## config.mk

```make
export PLATFORM = sky130hd
export DESIGN_NAME = uart_cmd_master
export DESIGN_NICKNAME = d
export VERILOG_FILES = /design/src/uart_cmd_pkg.sv /design/src/uart_cfg_pkg.sv /design/src/uart_frame_if.sv /design/src/uart_cmd_master.sv /design/src/uart_cmd_fsm.sv /design/src/frame_rx.sv /design/src/frame_tx.sv /design/src/baud_timer.sv
export SDC_FILE = /design/constraint.sdc
export NUM_CORES = 1
export LEC_CHECK = 0
export BUFFER_PORTS_ARGS = -buffer_cell sky130_fd_sc_hd__buf_2
export CAP_MARGIN = 10
export CORE_MARGIN = 5
export CORE_UTILIZATION = 59
export CTS_CLUSTER_DIAMETER = 120
export CTS_CLUSTER_SIZE = 24
export DETAILED_ROUTE_END_ITERATION = 10
export GPL_ROUTABILITY_DRIVEN = 0
export HOLD_SLACK_MARGIN = 0.02
export PLACE_DENSITY = 0.87
export SLEW_MARGIN = 10
export SYNTH_ARGS = -nofsm -noshare
export SYNTH_HDL_FRONTEND = slang
export SYNTH_SLANG_ARGS = --single-unit
```

## constraint.sdc

```tcl
create_clock -name clk -period 2.5 [get_ports clk]
set_input_delay 0.5 -clock clk [delete_from_list [all_inputs] [get_ports clk]]
set_output_delay 0.5 -clock clk [all_outputs]
set_load 0.02 [all_outputs]
```

## src/uart_cmd_pkg.sv

```systemverilog
package uart_cmd_pkg;

  // Command word layout is write flag, 7-bit address, then the write data byte.
  parameter int CMD_WIDTH = 16;
  parameter int WRITE_BIT = 15;

  // Controller states.
  typedef enum logic [2:0] {
    ST_IDLE,
    ST_SEND_HI,
    ST_GAP,
    ST_SEND_LO,
    ST_WAIT_RD,
    ST_DONE
  } cmd_state_e;

endpackage

```

## src/uart_cfg_pkg.sv

```systemverilog
package uart_cfg_pkg;

  // 115200 baud from a 50 MHz clock.
  parameter int CLKS_PER_BIT_DEF = 434;

  // Idle bit times between the high and the low command frame.
  parameter int GAP_BITS_DEF = 2;

  // Start, eight data bits, odd parity and stop.
  parameter int FRAME_BITS = 11;

  parameter int DATA_BITS = 8;

endpackage
```

## src/uart_frame_if.sv

```systemverilog
`timescale 1ns/1ps

interface uart_frame_if;

  // Transmit side takes a start strobe and strobes back at the end of the stop bit.
  logic                               tx_start;
  logic [uart_cfg_pkg::DATA_BITS-1:0] tx_byte;
  logic                               tx_done;

  // Receive side is armed as a level by the controller.
  logic                               rx_arm;
  logic [uart_cfg_pkg::DATA_BITS-1:0] rx_byte;
  logic                               rx_done;
  logic                               rx_perr;

  modport ctrl (
    output tx_start,
    output tx_byte,
    input  tx_done,
    output rx_arm,
    input  rx_byte,
    input  rx_done,
    input  rx_perr
  );

  modport txp (
    input  tx_start,
    input  tx_byte,
    output tx_done
  );

  modport rxp (
    input  rx_arm,
    output rx_byte,
    output rx_done,
    output rx_perr
  );

endinterface

```

## src/uart_cmd_master.sv

```systemverilog
`timescale 1ns/1ps

module uart_cmd_master #(
  parameter int CLKS_PER_BIT = uart_cfg_pkg::CLKS_PER_BIT_DEF,
  parameter int GAP_BITS     = uart_cfg_pkg::GAP_BITS_DEF
) (
  input  logic                               clk,
  input  logic                               rst_n,
  input  logic [uart_cmd_pkg::CMD_WIDTH-1:0] cmd_in,
  input  logic                               cmd_vld,
  input  logic                               rx,
  output logic                               tx,
  output logic                               cmd_rdy,
  output logic [uart_cfg_pkg::DATA_BITS-1:0] read_data,
  output logic                               read_vld,
  output logic                               parity_err
);

  logic tx_bit_tick;

  uart_frame_if fif ();

  frame_tx #(
    .CLKS_PER_BIT(CLKS_PER_BIT)
  ) frame_tx_i (
    .clk      (clk),
    .rst_n    (rst_n),
    .fif      (fif.txp),
    .tx       (tx),
    .bit_tick (tx_bit_tick)
  );

  frame_rx #(
    .CLKS_PER_BIT(CLKS_PER_BIT)
  ) frame_rx_i (
    .clk   (clk),
    .rst_n (rst_n),
    .fif   (fif.rxp),
    .rx    (rx)
  );

  // The gap between command frames is counted in transmit bit times.
  uart_cmd_fsm #(
    .GAP_BITS(GAP_BITS)
  ) uart_cmd_fsm_i (
    .clk        (clk),
    .rst_n      (rst_n),
    .cmd_in     (cmd_in),
    .cmd_vld    (cmd_vld),
    .fif        (fif.ctrl),
    .gap_tick   (tx_bit_tick),
    .cmd_rdy    (cmd_rdy),
    .read_data  (read_data),
    .read_vld   (read_vld),
    .parity_err (parity_err)
  );

endmodule

```

## src/uart_cmd_fsm.sv

```systemverilog
`timescale 1ns/1ps

module uart_cmd_fsm #(
  parameter int GAP_BITS = uart_cfg_pkg::GAP_BITS_DEF
) (
  input  logic                                clk,
  input  logic                                rst_n,
  input  logic [uart_cmd_pkg::CMD_WIDTH-1:0]  cmd_in,
  input  logic                                cmd_vld,
  uart_frame_if.ctrl                          fif,
  input  logic                                gap_tick,
  output logic                                cmd_rdy,
  output logic [uart_cfg_pkg::DATA_BITS-1:0]  read_data,
  output logic                                read_vld,
  output logic                                parity_err
);

  localparam int CW = uart_cmd_pkg::CMD_WIDTH;
  localparam int DW = uart_cfg_pkg::DATA_BITS;
  localparam int GCNT_W = $clog2(GAP_BITS + 1);
  localparam logic [GCNT_W-1:0] GCNT_LAST = GCNT_W'(GAP_BITS - 1);

  uart_cmd_pkg::cmd_state_e state;

  logic [CW-1:0]     cmd_q;
  logic [GCNT_W-1:0] gap_cnt;
  logic              accept;
  logic              launch;
  logic              start_q;
  logic              gap_done;

  assign cmd_rdy = (state == uart_cmd_pkg::ST_IDLE) || (state == uart_cmd_pkg::ST_DONE);
  assign accept = cmd_rdy && cmd_vld;

  // Low frame starts on the very tick that ends the gap.
  assign gap_done = (state == uart_cmd_pkg::ST_GAP) && gap_tick && (gap_cnt == GCNT_LAST);

  assign fif.tx_start = start_q || gap_done;
  assign fif.tx_byte = (state == uart_cmd_pkg::ST_SEND_HI) ? cmd_q[CW-1 -: DW] : cmd_q[DW-1:0];
  assign fif.rx_arm = (state == uart_cmd_pkg::ST_WAIT_RD);

  assign read_vld = (state == uart_cmd_pkg::ST_DONE);

  always_ff @(posedge clk)
  begin
    if (accept)
      cmd_q <= cmd_in;
  end

  always_ff @(posedge clk or negedge rst_n)
  begin
    if (!rst_n)
    begin
      state      <= uart_cmd_pkg::ST_IDLE;
      gap_cnt    <= '0;
      launch     <= 1'b0;
      start_q    <= 1'b0;
      read_data  <= '0;
      parity_err <= 1'b0;
    end
    else
    begin
      // High frame goes out two cycles after the host strobe.
      launch  <= accept;
      start_q <= launch;

      case (state)
        uart_cmd_pkg::ST_IDLE,
        uart_cmd_pkg::ST_DONE:
        begin
          if (cmd_vld)
            state <= uart_cmd_pkg::ST_SEND_HI;
          else
            state <= uart_cmd_pkg::ST_IDLE;
        end
        uart_cmd_pkg::ST_SEND_HI:
        begin
          if (fif.tx_done)
          begin
            state   <= uart_cmd_pkg::ST_GAP;
            gap_cnt <= '0;
          end
        end
        uart_cmd_pkg::ST_GAP:
        begin
          if (gap_done)
            state <= uart_cmd_pkg::ST_SEND_LO;
          else if (gap_tick)
            gap_cnt <= gap_cnt + 1'b1;
        end
        uart_cmd_pkg::ST_SEND_LO:
        begin
          if (fif.tx_done)
          begin
            if (cmd_q[uart_cmd_pkg::WRITE_BIT])
              state <= uart_cmd_pkg::ST_IDLE;
            else
              state <= uart_cmd_pkg::ST_WAIT_RD;
          end
        end
        uart_cmd_pkg::ST_WAIT_RD:
        begin
          // A lost reply holds the master here until reset.
          if (fif.rx_done)
          begin
            state      <= uart_cmd_pkg::ST_DONE;
            read_data  <= fif.rx_byte;
            parity_err <= fif.rx_perr;
          end
        end
        default:
        begin
          state <= uart_cmd_pkg::ST_IDLE;
        end
      endcase
    end
  end

endmodule

```

## src/frame_rx.sv

```systemverilog
`timescale 1ns/1ps

module frame_rx #(
  parameter int CLKS_PER_BIT = uart_cfg_pkg::CLKS_PER_BIT_DEF
) (
  input  logic      clk,
  input  logic      rst_n,
  uart_frame_if.rxp fif,
  input  logic      rx
);

  localparam int NBITS = uart_cfg_pkg::FRAME_BITS;
  localparam int DBITS = uart_cfg_pkg::DATA_BITS;
  localparam int BCNT_W = $clog2(NBITS);
  localparam logic [BCNT_W-1:0] BCNT_PAR = BCNT_W'(DBITS + 1);
  localparam logic [BCNT_W-1:0] BCNT_STOP = BCNT_W'(NBITS - 1);

  logic              rx_meta;
  logic              rx_sync;
  logic              rx_prev;
  logic              fall;
  logic              start;
  logic              busy;
  logic [BCNT_W-1:0] bit_cnt;
  logic [DBITS-1:0]  shift;
  logic              par_bit;
  logic              mid_tick;
  logic              stop_mid;

  baud_timer #(
    .CLKS_PER_BIT(CLKS_PER_BIT)
  ) baud_timer_i (
    .clk      (clk),
    .rst_n    (rst_n),
    .run      (busy),
    .clear    (start),
    .bit_tick (),
    .mid_tick (mid_tick)
  );

  // Two-flop synchronizer plus one more stage for the edge detect.
  always_ff @(posedge clk or negedge rst_n)
  begin
    if (!rst_n)
    begin
      rx_meta <= 1'b1;
      rx_sync <= 1'b1;
      rx_prev <= 1'b1;
    end
    else
    begin
      rx_meta <= rx;
      rx_sync <= rx_meta;
      rx_prev <= rx_sync;
    end
  end

  assign fall = rx_prev && !rx_sync;
  assign start = !busy && fif.rx_arm && fall;
  assign stop_mid = busy && mid_tick && (bit_cnt == BCNT_STOP);

  always_ff @(posedge clk or negedge rst_n)
  begin
    if (!rst_n)
    begin
      busy    <= 1'b0;
      bit_cnt <= '0;
    end
    else if (start)
    begin
      busy    <= 1'b1;
      bit_cnt <= '0;
    end
    else if (busy && mid_tick)
    begin
      // A high line at mid start bit means the edge was a glitch.
      if (bit_cnt == '0 && rx_sync)
        busy <= 1'b0;
      else if (bit_cnt == BCNT_STOP)
        busy <= 1'b0;
      else
        bit_cnt <= bit_cnt + 1'b1;
    end
  end

  always_ff @(posedge clk)
  begin
    if (busy && mid_tick)
    begin
      if (bit_cnt != '0 && bit_cnt < BCNT_PAR)
        shift <= {rx_sync, shift[DBITS-1:1]};
      if (bit_cnt == BCNT_PAR)
        par_bit <= rx_sync;
    end
  end

  assign fif.rx_byte = shift;
  assign fif.rx_done = stop_mid;
  // Odd parity, so the expected bit is the inverted XOR of the data.
  assign fif.rx_perr = (par_bit != ~^shift);

endmodule

```

## src/frame_tx.sv

```systemverilog
`timescale 1ns/1ps

module frame_tx #(
  parameter int CLKS_PER_BIT = uart_cfg_pkg::CLKS_PER_BIT_DEF
) (
  input  logic             clk,
  input  logic             rst_n,
  uart_frame_if.txp        fif,
  output logic             tx,
  output logic             bit_tick
);

  localparam int NBITS = uart_cfg_pkg::FRAME_BITS;
  localparam int BCNT_W = $clog2(NBITS);
  localparam logic [BCNT_W-1:0] BCNT_LAST = BCNT_W'(NBITS - 1);

  logic [NBITS-1:0]  sreg;
  logic [BCNT_W-1:0] bit_cnt;
  logic              busy;
  logic              last_bit;

  // Free running so the controller can time the inter-frame gap on it.
  baud_timer #(
    .CLKS_PER_BIT(CLKS_PER_BIT)
  ) baud_timer_i (
    .clk      (clk),
    .rst_n    (rst_n),
    .run      (1'b1),
    .clear    (fif.tx_start),
    .bit_tick (bit_tick),
    .mid_tick ()
  );

  assign last_bit = (bit_cnt == BCNT_LAST);

  always_ff @(posedge clk or negedge rst_n)
  begin
    if (!rst_n)
    begin
      sreg    <= '1;
      bit_cnt <= '0;
      busy    <= 1'b0;
    end
    else if (fif.tx_start)
    begin
      // Stop, odd parity, data, start. LSB goes out first.
      sreg    <= {1'b1, ~^fif.tx_byte, fif.tx_byte, 1'b0};
      bit_cnt <= '0;
      busy    <= 1'b1;
    end
    else if (busy && bit_tick)
    begin
      sreg <= {1'b1, sreg[NBITS-1:1]};
      if (last_bit)
        busy <= 1'b0;
      else
        bit_cnt <= bit_cnt + 1'b1;
    end
  end

  // Line is the low end of the shift register, idling high.
  assign tx = sreg[0];

  assign fif.tx_done = busy && bit_tick && last_bit;

endmodule

```

## src/baud_timer.sv

```systemverilog
`timescale 1ns/1ps

module baud_timer #(
  parameter int CLKS_PER_BIT = uart_cfg_pkg::CLKS_PER_BIT_DEF
) (
  input  logic clk,
  input  logic rst_n,
  input  logic run,
  input  logic clear,
  output logic bit_tick,
  output logic mid_tick
);

  localparam int CNT_W = (CLKS_PER_BIT > 1) ? $clog2(CLKS_PER_BIT) : 1;
  localparam logic [CNT_W-1:0] CNT_LAST = CNT_W'(CLKS_PER_BIT - 1);
  localparam logic [CNT_W-1:0] CNT_MID = CNT_W'(CLKS_PER_BIT / 2);

  logic [CNT_W-1:0] cnt;

  always_ff @(posedge clk or negedge rst_n)
  begin
    if (!rst_n)
    begin
      cnt <= '0;
    end
    else if (clear)
    begin
      cnt <= '0;
    end
    else if (run)
    begin
      if (cnt == CNT_LAST)
        cnt <= '0;
      else
        cnt <= cnt + 1'b1;
    end
  end

  // Ticks are decoded from the count and are not masked by clear.
  assign bit_tick = run && (cnt == CNT_LAST);
  assign mid_tick = run && (cnt == CNT_MID);

endmodule

```

### Word-level counts from Yosys, hierarchy flattened

Index checks and enable logic that the tools add are counted.

| word-level totals | value |
|---|---|
| bits of input ports | 20 |
| memories | 0 |
| bits in registers | 83 |
| bits in latches | 0 |
| ROM bits | 0 |
| bits in writable memories | 0 |
| output and inout bits | 12 |

| cells by class | value |
|---|---|
| reduce and logical (&&, ||, !) cells | 38 |
| shifts and indexed selects | 0 |
| multiply operators | 0 |
| equality and inequality tests | 22 |
| $add $sub $neg | 5 |
| bitwise logic cells | 0 |
| divide/modulo/power cells | 0 |
| magnitude comparators | 1 |
| multiplexer cells | 33 |

Operators by type and width:

| cell | count |
|---|---|
| $mux 9 | 5 |
| $mux 4 | 7 |
| $mux 11 | 2 |
| $add 9x1->9 const B | 2 |
| $eq 9x9->1 const B | 2 |
| $ne 2x2->1 const B | 8 |
| $reduce_xnor 8->1 | 2 |
| $mux 3 | 5 |
| $pmux 3 s5 | 1 |
| $logic_and 1x1->1 | 13 |
| $eq 4x4->1 const B | 3 |
| $reduce_and 2->1 | 6 |
| $reduce_bool 2->1 | 5 |
| $eq 9x8->1 const B | 1 |
| $add 4x1->4 const B | 2 |
| $mux 1 | 8 |
| $mux 8 | 1 |
| $reduce_and 4->1 | 2 |
| $eq 3x2->1 const B | 2 |
| $eq 3x3->1 const B | 2 |
| $mux 2 | 3 |
| $logic_not 4->1 | 1 |
| $lt 4x4->1 const B | 1 |
| $pmux 2 s2 | 1 |
| other kinds (12) | 14 |

### Longest topological paths before layout

Gate-level depths: netlist (run 1).

| depth | value |
|---|---|
| depth after elaboration | 6 |
| depth in mapped cells | 8 |
| gate-level depth less buffers | 7 |

### Modules after synthesis

A second synthesis (run 1) with hierarchy kept.

| unflattened totals | value |
|---|---|
| cell total of the unflattened synthesis | 356 |
| area total of the unflattened synthesis | 4204.0 um2 |

Modules (own cells, without submodules):

| module | cells each | area an instance (um2) | times used |
|---|---|---|---|
| uart_cmd_fsm | 86 | 1381.3 | 1 |
| baud_timer | 64 | 595.6 | 2 |
| frame_rx | 65 | 840.8 | 1 |
| frame_tx | 77 | 790.8 | 1 |

### Worst setup path before layout (run 1)

Ideal clock, no wire load.

| timing path | value |
|---|---|
| path kind | register -> register |
| from | register uart_cmd_fsm_i.state[2] |
| to | register uart_cmd_fsm_i.cmd_q[0], enable pin |
| slack | 0.655 ns |
| library setup time | 0.374 ns |
| required time | 2.126 ns |
| data arrival time | 1.471 ns |
| buffers on the path | 1 |
| cell stages (with the launch flop) | 5 |
| path through | dfrtp_1 > buf_4 > xor2_1 > nor2_1 > and2_1 |

| between the ends | value |
|---|---|
| longest elaborated chain between the ends | 3 |
| elaborated cells on any way between the ends | 4 |
| classes of those cells | 1 x eq/ne; 3 x reduce/logical |

RTL lines:

| what | RTL line | source |
|---|---|---|
| start: declaration | uart_cmd_fsm.sv:23 | `uart_cmd_pkg::cmd_state_e state;` |
| start signal: assignment | uart_cmd_fsm.sv:54 | `state <= uart_cmd_pkg::ST_IDLE;` |
| start signal: assignment | uart_cmd_fsm.sv:72 | `state <= uart_cmd_pkg::ST_SEND_HI;` |
| start signal: assignment | uart_cmd_fsm.sv:74 | `state <= uart_cmd_pkg::ST_IDLE;` |
| $eq 3x3->1 or $logic_not 3->1 (tied branches) | uart_cmd_fsm.sv:32 | `assign cmd_rdy = (state == uart_cmd_pkg::ST_IDLE) \|\| (state == uart_cmd_pkg::ST_DONE);` |
| $logic_or 1x1->1 (*) | uart_cmd_fsm.sv:32 |  |
| via cmd_rdy | uart_cmd_master.sv:13 | `output logic cmd_rdy,` |
| $logic_and 1x1->1 (*) | uart_cmd_fsm.sv:33 | `assign accept = cmd_rdy && cmd_vld;` |
| via uart_cmd_fsm_i.accept | uart_cmd_fsm.sv:27 | `logic accept;` |
| end signal: assignment | uart_cmd_fsm.sv:47 | `cmd_q <= cmd_in;` |
| end: declaration | uart_cmd_fsm.sv:25 | `logic [CW-1:0] cmd_q;` |

Mark *: on every way through the listed nets, which the timed path passes. The rest lies on a longest branch.
A chain may end at the register's enable or synchronous reset.

### Worst setup path in the final report (run 1)

| timing path | value |
|---|---|
| from | register frame_rx_i.baud_timer_i.cnt[1] |
| to | register frame_rx_i.shift[0], in the netlist frame_rx_i.fif.rx_byte[0], enable pin |

| between the ends | value |
|---|---|
| longest elaborated chain between the ends | 4 |

RTL lines:

| what | RTL line | source |
|---|---|---|
| start: declaration | baud_timer.sv:18 | `logic [CNT_W-1:0] cnt;` |
| start signal: assignment | baud_timer.sv:35 | `cnt <= cnt + 1'b1;` |
| $eq 9x8->1 | baud_timer.sv:41 | `assign mid_tick = run && (cnt == CNT_MID);` |
| $logic_and 1x1->1 | baud_timer.sv:41 |  |
| $logic_and 1x1->1 | frame_rx.sv:88 | `if (busy && mid_tick)` |
| $reduce_and 2->1 (no source line) | -- |  |
| end signal: assignment | frame_rx.sv:91 | `shift <= {rx_sync, shift[DBITS-1:1]};` |
| end: declaration | frame_rx.sv:25 | `logic [DBITS-1:0] shift;` |

Every way passes these cells.

==> run metrics, run 1 <==
diode count 0; Synth cell types 48; number of max-cap violations 0; worst path bufs/invs 1; number of global-route vias before repair about 2500; Ports 32; Slew Limit Fails 0; cells along the critical path inv_1 > ha_1 > nand3b_1 > nor4b_1 > and2_1; width of the die about 91 µm; NetSw 709 µW; Leak Pwr 0.00179 µW; nets approximately 400; crit share post-route approximately four fifths; Slew @ Worst Pin 0.684 ns; final setup fails 0; met2 GRT Util a little over a quarter; port bufs 31; Remaining Overflow, GRT 0; WHS between 0.2 and 0.25 ns; #FFs+latches synth 82; status complete, no violations; Filler cells 452; Skew-Pair Late Insertion Delay roughly 0.35 ns; average cell area after synthesis 11.9 µm²; row count 29; Slowest cell on crit path nor4b_1; Synth Instances ~330; clock root buffer clkbuf_8; Core ar. roughly 6300 µm²; max frequency slightly below 500 MHz; Vias roughly 2400; Worst setup SP type flop; HPWL after DPL roughly 4.5 mm; WL final 6.29 mm; Worst Skew ~0.0075 ns; Worst path max stage delay 0.55 ns; initial antenna violation count 0; FF/Latch Area approximately 2200 µm²; EDFF count, synth 25; Switching Share around 24%; DR WL/cell approximately 14 µm; worst rel slew slack between 50% and 60%; sequential share of power between 50% and 60%; DIE AREA around 8300 µm²; first-pass GRT wire length around 11 mm; post-cts sizing count 0; Power Dens Cells 671 nW/µm²; Tmin final about 2 ns; CTS tree done; Comb pwr share a little under a tenth; Pint between 2000 and 2500 µW; crit path max fanout 8; FF-to-FF setup slack 0.46 ns; pre-CTS setup slack 0.430 ns; final core utilization 68.0%; Cell Area, Synth 3860 µm²; Post-DRT Antenna Nets 0; Fin. Hold Viols 0; sequential share of the synthesized area 56.8%; H-tree Lvls 3; met3 usage 4.25%; Crit path max-delay family simple AND/OR/NAND/NOR gates; via density per instance around 5.5; required time worst endpoint about 2.5 ns; starting density of the core 60.8%; Worst Setup Path Type flop to flop; Hold WC Path Type input port to flop; detailed router's first-iteration violation count ~90; Clock Sinks 82; largest net degree at the start of global routing slightly below 60; Tot GR Track Use between 10% and 20%; VDD IR-drop max about 560 µV; clock buffer count from CTS 9; multi-input logic area between 1500 and 2000 µm²; Synth async-reset ratio 69.5%; Arrival @ worst endpoint approximately 2.1 ns; share of layout cells above drive strength 1 24.9%; Residual DRC 0; Pre-antenna DRT Iters 4; Primary FF master, synth dfrtp_1; RSZ-0062 raised after global routing false; Most Used Layer, Global Route met2; post-CTS setup buffers 0; Final TNS setup 0 ns; met1 Use GR 21.2%; clock tree buffer depth 2; post-synth net total approximately 360; Clock Power Share between 30 and 40%; kind of end point of the critical path flop; Die H 90.9 µm; Setup WS post-layout around 0.46 ns; Yosys Warn Count 0; CTS Hold Buffers Added 0; P&R area growth vs syn 11.7%; Clock transition at path regs roughly 0.080 ns
## cell usage in the layout (no fill, tap or decap), drive strengths merged, types with 2 or more instances in the layout
cell type and n:
a21oi 8, a31oi 2, and2 2, and3 3
buf 36, clkbuf 11, clkinvlp 3, dfrtp 44
dfstp 13, edfxtp 25, ha 11, inv 11
mux2 17, mux2i 9, nand2 30, nand2b 4
nand3 7, nand3b 5, nand4 3, nor2 31
nor2b 4, nor3 6, nor4 2, nor4b 3
o21ai 21, o22ai 2, o31ai 2, o41ai 2
or2 2, or3 2, or3b 3, xnor2 27
xor2 12
## cells by family after synthesis
group / after synthesis / share of synthesized area (%)
flip-flops: 82 / 56.8
AO/OA/AOI/OAI: 40 / 5.90
XOR/XNOR: 39 / 8.84
adder cells (fa/ha/maj): 11 / 3.56
multiplexers: 26 / 7.29
AND/OR/NAND/NOR: 110 / 15.4
buffers and inverters: 17 / 2.24
## synth_stat cells (5+ instances only)
cell type / n / area [µm²]
a21oi_1: 8 / 40.0
dfrtp_1: 44 / 1100
dfstp_2: 13 / 342
edfxtp_1: 25 / 751
ha_1: 11 / 138
inv_1: 10 / 37.5
mux2_2: 17 / 191
mux2i_1: 9 / 90.1
nand2_1: 29 / 109
nand3_1: 7 / 35.0
nand3b_1: 5 / 37.5
nor2_1: 30 / 113
nor3_1: 5 / 25.0
o21ai_0: 13 / 65.1
o21ai_1: 8 / 40.0
xnor2_1: 27 / 236
xor2_1: 12 / 105
## routing by layer
layer	vias to the layer above	share of wire, %
met5	-	0
met4	0	1.4
met3	9	4.3
met2	53	49
met1	1173	46
li1	1211	-
## state kept, by name, indices dropped and copies added, names as in the netlist
register                     count
uart_cmd_fsm_i.cmd_q            16
frame_tx_i.sreg                 10
frame_rx_i.baud_timer_i.cnt      9
frame_tx_i.baud_timer_i.cnt      9
frame_rx_i.fif.rx_byte           8
uart_cmd_fsm_i.read_data         8
frame_rx_i.bit_cnt               4
frame_tx_i.bit_cnt               4
uart_cmd_fsm_i.state             3
uart_cmd_fsm_i.gap_cnt           2
frame_rx_i.busy                  1
frame_rx_i.par_bit               1
frame_rx_i.rx_meta               1
frame_rx_i.rx_prev               1
frame_rx_i.rx_sync               1
frame_tx_i.busy                  1
uart_cmd_fsm_i.launch            1
uart_cmd_fsm_i.parity_err        1
uart_cmd_fsm_i.start_q           1
## cell type report
type	instances	area share, %
Clock buffer	11	3.51
Clock inverter	5	1.42
Inverter	10	0.870
Multi-Input combinational cell	226	36.7
Sequential cell	82	50.8
Tap cell	77	2.23
Timing Repair Buffer	36	4.47
## final timing paths
kind | from | to | cells past startpoint
max | frame_rx_i.baud_timer_i.cnt[1] | frame_rx_i.fif.rx_byte[0] | 5
min | rx | frame_rx_i.rx_meta | 1
max reg2reg | frame_rx_i.baud_timer_i.cnt[1] | frame_rx_i.fif.rx_byte[0] | 5
min reg2reg | uart_cmd_fsm_i.launch | uart_cmd_fsm_i.start_q | 0
max in group asynchronous | rst_n | frame_tx_i.bit_cnt[3] | 2
min in group asynchronous | rst_n | uart_cmd_fsm_i.read_data[2] | 2
## power by group through the flow
stage,Clock (µW),Combinational (µW),Sequential (µW)
floorplan,0,207,1630
global placement,0,264,1650
detailed placement,0,278,1660
CTS,1020,281,1630
global route,1070,315,1650
finish,992,275,1630
## per-stage QoR
step | cell area [µm²] | power (µW) | std cells
finish | 4320 | 2900 | 447
global placement | 4100 | 1910 | 431
floorplan | 3860 | 1840 | 325
detailed placement | 4100 | 1930 | 431
global route | 4320 | 3030 | 447
CTS | 4320 | 2930 | 447
No activity file was read; power rests on OpenSTA's default activity.
==> run 2: changes to the inputs <==
==> constraint.sdc (replaced) <==
create_clock -name clk -period 2 [get_ports clk]
set_input_delay 0.4 -clock clk [delete_from_list [all_inputs] [get_ports clk]]
set_output_delay 0.4 -clock clk [all_outputs]
set_load 0.02 [all_outputs]
==> run 2 against run 1 <==
  * Final cell count grew 2.5%
  * Non-clock buffer count grew 11
  * Setup slack lost 0.32 ns
  * Register-to-register slack lost 0.32 ns
  * Combinational power grew 38%
  * Critical path depth grew 2
  * Core utilization grew 1.4 points
  * Sequential power grew 24%
  * Largest power group unchanged
  * Clock-buffer cell count shrank 2
==> run metrics, run 2 (synthesis gave the netlist of run 1 again) <==
status complete, no violations; NetSw just over 900 µW; Worst setup SP type flop; Leak Pwr between 0.0015 and 0.002 µW; DR WL/cell roughly 15 µm; share of layout cells above drive strength 1 about 27%; Final Cell Area between 4000 and 5000 µm²; sequential share of power 58.0%; Worst path max stage delay 0.42 ns; Final TNS setup 0 ns; detailed router's first-iteration violation count approximately 190; Slew Limit Fails 0; FF-to-FF End uart_cmd_fsm_i.read_data[2]; Slowest cell on crit path dfrtp_1; Critical path origin frame_rx_i.baud_timer_i.cnt[1]; number of flip-flops in the largest register 16; Largest Register uart_cmd_fsm_i.cmd_q; cells along the critical path inv_1 > ha_1 > nand3b_1 > nor4b_4 > nand3b_1 > buf_4 > mux2_2; kind of end point of the critical path flop; port bufs 31; HPWL after DPL between 4 and 5 mm; Tot GR Track Use 17.4%; Worst Setup Path Type flop to flop; width of the die ~91 µm; R2R depth 7; nets about 400; CTS tree done; FF/Latch Area ~2200 µm²; Power Dens Cells around 790 nW/µm²; Fin. Hold Viols 0; Slew @ Worst Pin about 0.35 ns; row count 29; post-cts sizing count 0; Post-DRT Antenna Nets 0; most frequent cell on the critical path nand3b_1; final core utilization about 69%; clock tree buffer depth 2; number of max-cap violations 0; DIE AREA 8260 µm²; Comb pwr share approximately 11%; RSZ-0062 raised after global routing false; Pint between 2000 and 3000 µW; Switching Share 26.4%; Hold WC Path Type input port to asynchronous set/reset pin; final setup fails 0; Die H ~90 µm; max frequency ~540 MHz; Pre-antenna DRT Iters 4; post-CTS setup buffers 0; Worst Skew between 0.006 and 0.007 ns; Clock transition at path regs around 0.090 ns; worst rel slew slack between 70% and 80%; number of global-route vias before repair 2538; VDD IR-drop max around 540 µV; starting density of the core roughly three fifths; Core ar. between 6000 and 7000 µm²; clock buffer count from CTS 9; multi-input logic area 1600 µm²; WL final between 6 and 7 mm; biggest regs uart_cmd_fsm_i.cmd_q (16), frame_tx_i.sreg (10); Clock Sinks 82; Filler cells between 400 and 500; Skew-Pair Late Insertion Delay approximately 0.36 ns; Arrival @ worst endpoint about 2.1 ns; via density per instance around 5.5; largest net degree at the start of global routing between 50 and 60; dpl cell area 4210 µm²; Residual DRC 0; FF-to-FF setup slack approximately 0.14 ns; Tmin final approximately 1.9 ns; commonest non-fill, non-tap cells in the layout 44 x dfrtp_1, 31 x buf_2, 30 x nor2_1, 29 x nand2_1, 27 x xnor2_1; CTS Hold Buffers Added 0; Remaining Overflow, GRT 0; initial antenna violation count 0; H-tree Lvls 3; Ports 32; crit path max fanout 10; origin of the critical flop-to-flop path frame_rx_i.baud_timer_i.cnt[1]; required time worst endpoint around 2.2 ns; Clock Power Share between 30% and 40%; P&R area growth vs syn 14.0%; diode count 0; commonest non-fill, non-tap cell in the layout dfrtp_1; total power between 3000 and 4000 µW; first-pass GRT wire length roughly 12 mm; WHS approximately 0.032 ns; Vias around 2500; clock root buffer clkbuf_8; crit share post-route between 90% and 100%
[run 2: cell types whose count changed in the layout (fill, tap and decap cells not counted), sizes merged]
cell	before	now
clkbuf	11	9
clkinv	0	2
buf	36	47
inv	11	12
bufinv	1	0
[run 2: per-layer routing]
layer  vias to the layer above  part of all wire, %  wire, µm  GRT usage [%]
li1                       1236                    -         -              -
met1                      1216                   45      3030           22.9
met2                        66                   48      3210           27.4
met3                        12                  5.4       364           5.42
met4                         0                  1.6       108           6.36
met5                         -                    0         0              0
[run 2: power by group through the flow]
stage	clock (µW)	sequential, µW	combinational (µW)
2_1_floorplan	0	2040	258
3_3_place_gp	0	2050	365
3_5_place_dp	0	2060	384
4_1_cts	1110	2020	387
5_1_grt	1190	2050	432
6_report	1080	2020	379
[run 2: stage by stage]
stage | instances | setup slack [ns]
floorplan | 325 | 0.155
global placement | 442 | 0.204
detailed placement | 442 | 0.149
CTS | 458 | 0.123
global route | 458 | 0.00406
finish | 458 | 0.135
[run 2: cell type report]
class	count	share of cell area (%)
clock buffer	9	2.81
multi-input combinational	226	36.3
tap	77	2.19
clock inverter	7	1.19
sequential	82	49.8
timing repair buffer	47	6.82
inverter	10	0.853
[run 2: worst max-delay path by stage]
stage | endpoint
final | uart_cmd_fsm_i.read_data[2]
after global routing | frame_rx_i.par_bit
after CTS | frame_rx_i.fif.rx_byte[6]
after detailed placement | frame_tx_i.sreg[8]
after global placement | frame_tx_i.sreg[7]
after floorplan | uart_cmd_fsm_i.cmd_q[0]
[run 2: critical path, delay by kind of cell, from the launching register on]
kind,cells,cell delay (ns)
fa+ha+maj,1,0.13
buf+inv,2,0.24
flops,1,0.42
mux,1,0.28
simple gates,3,0.68
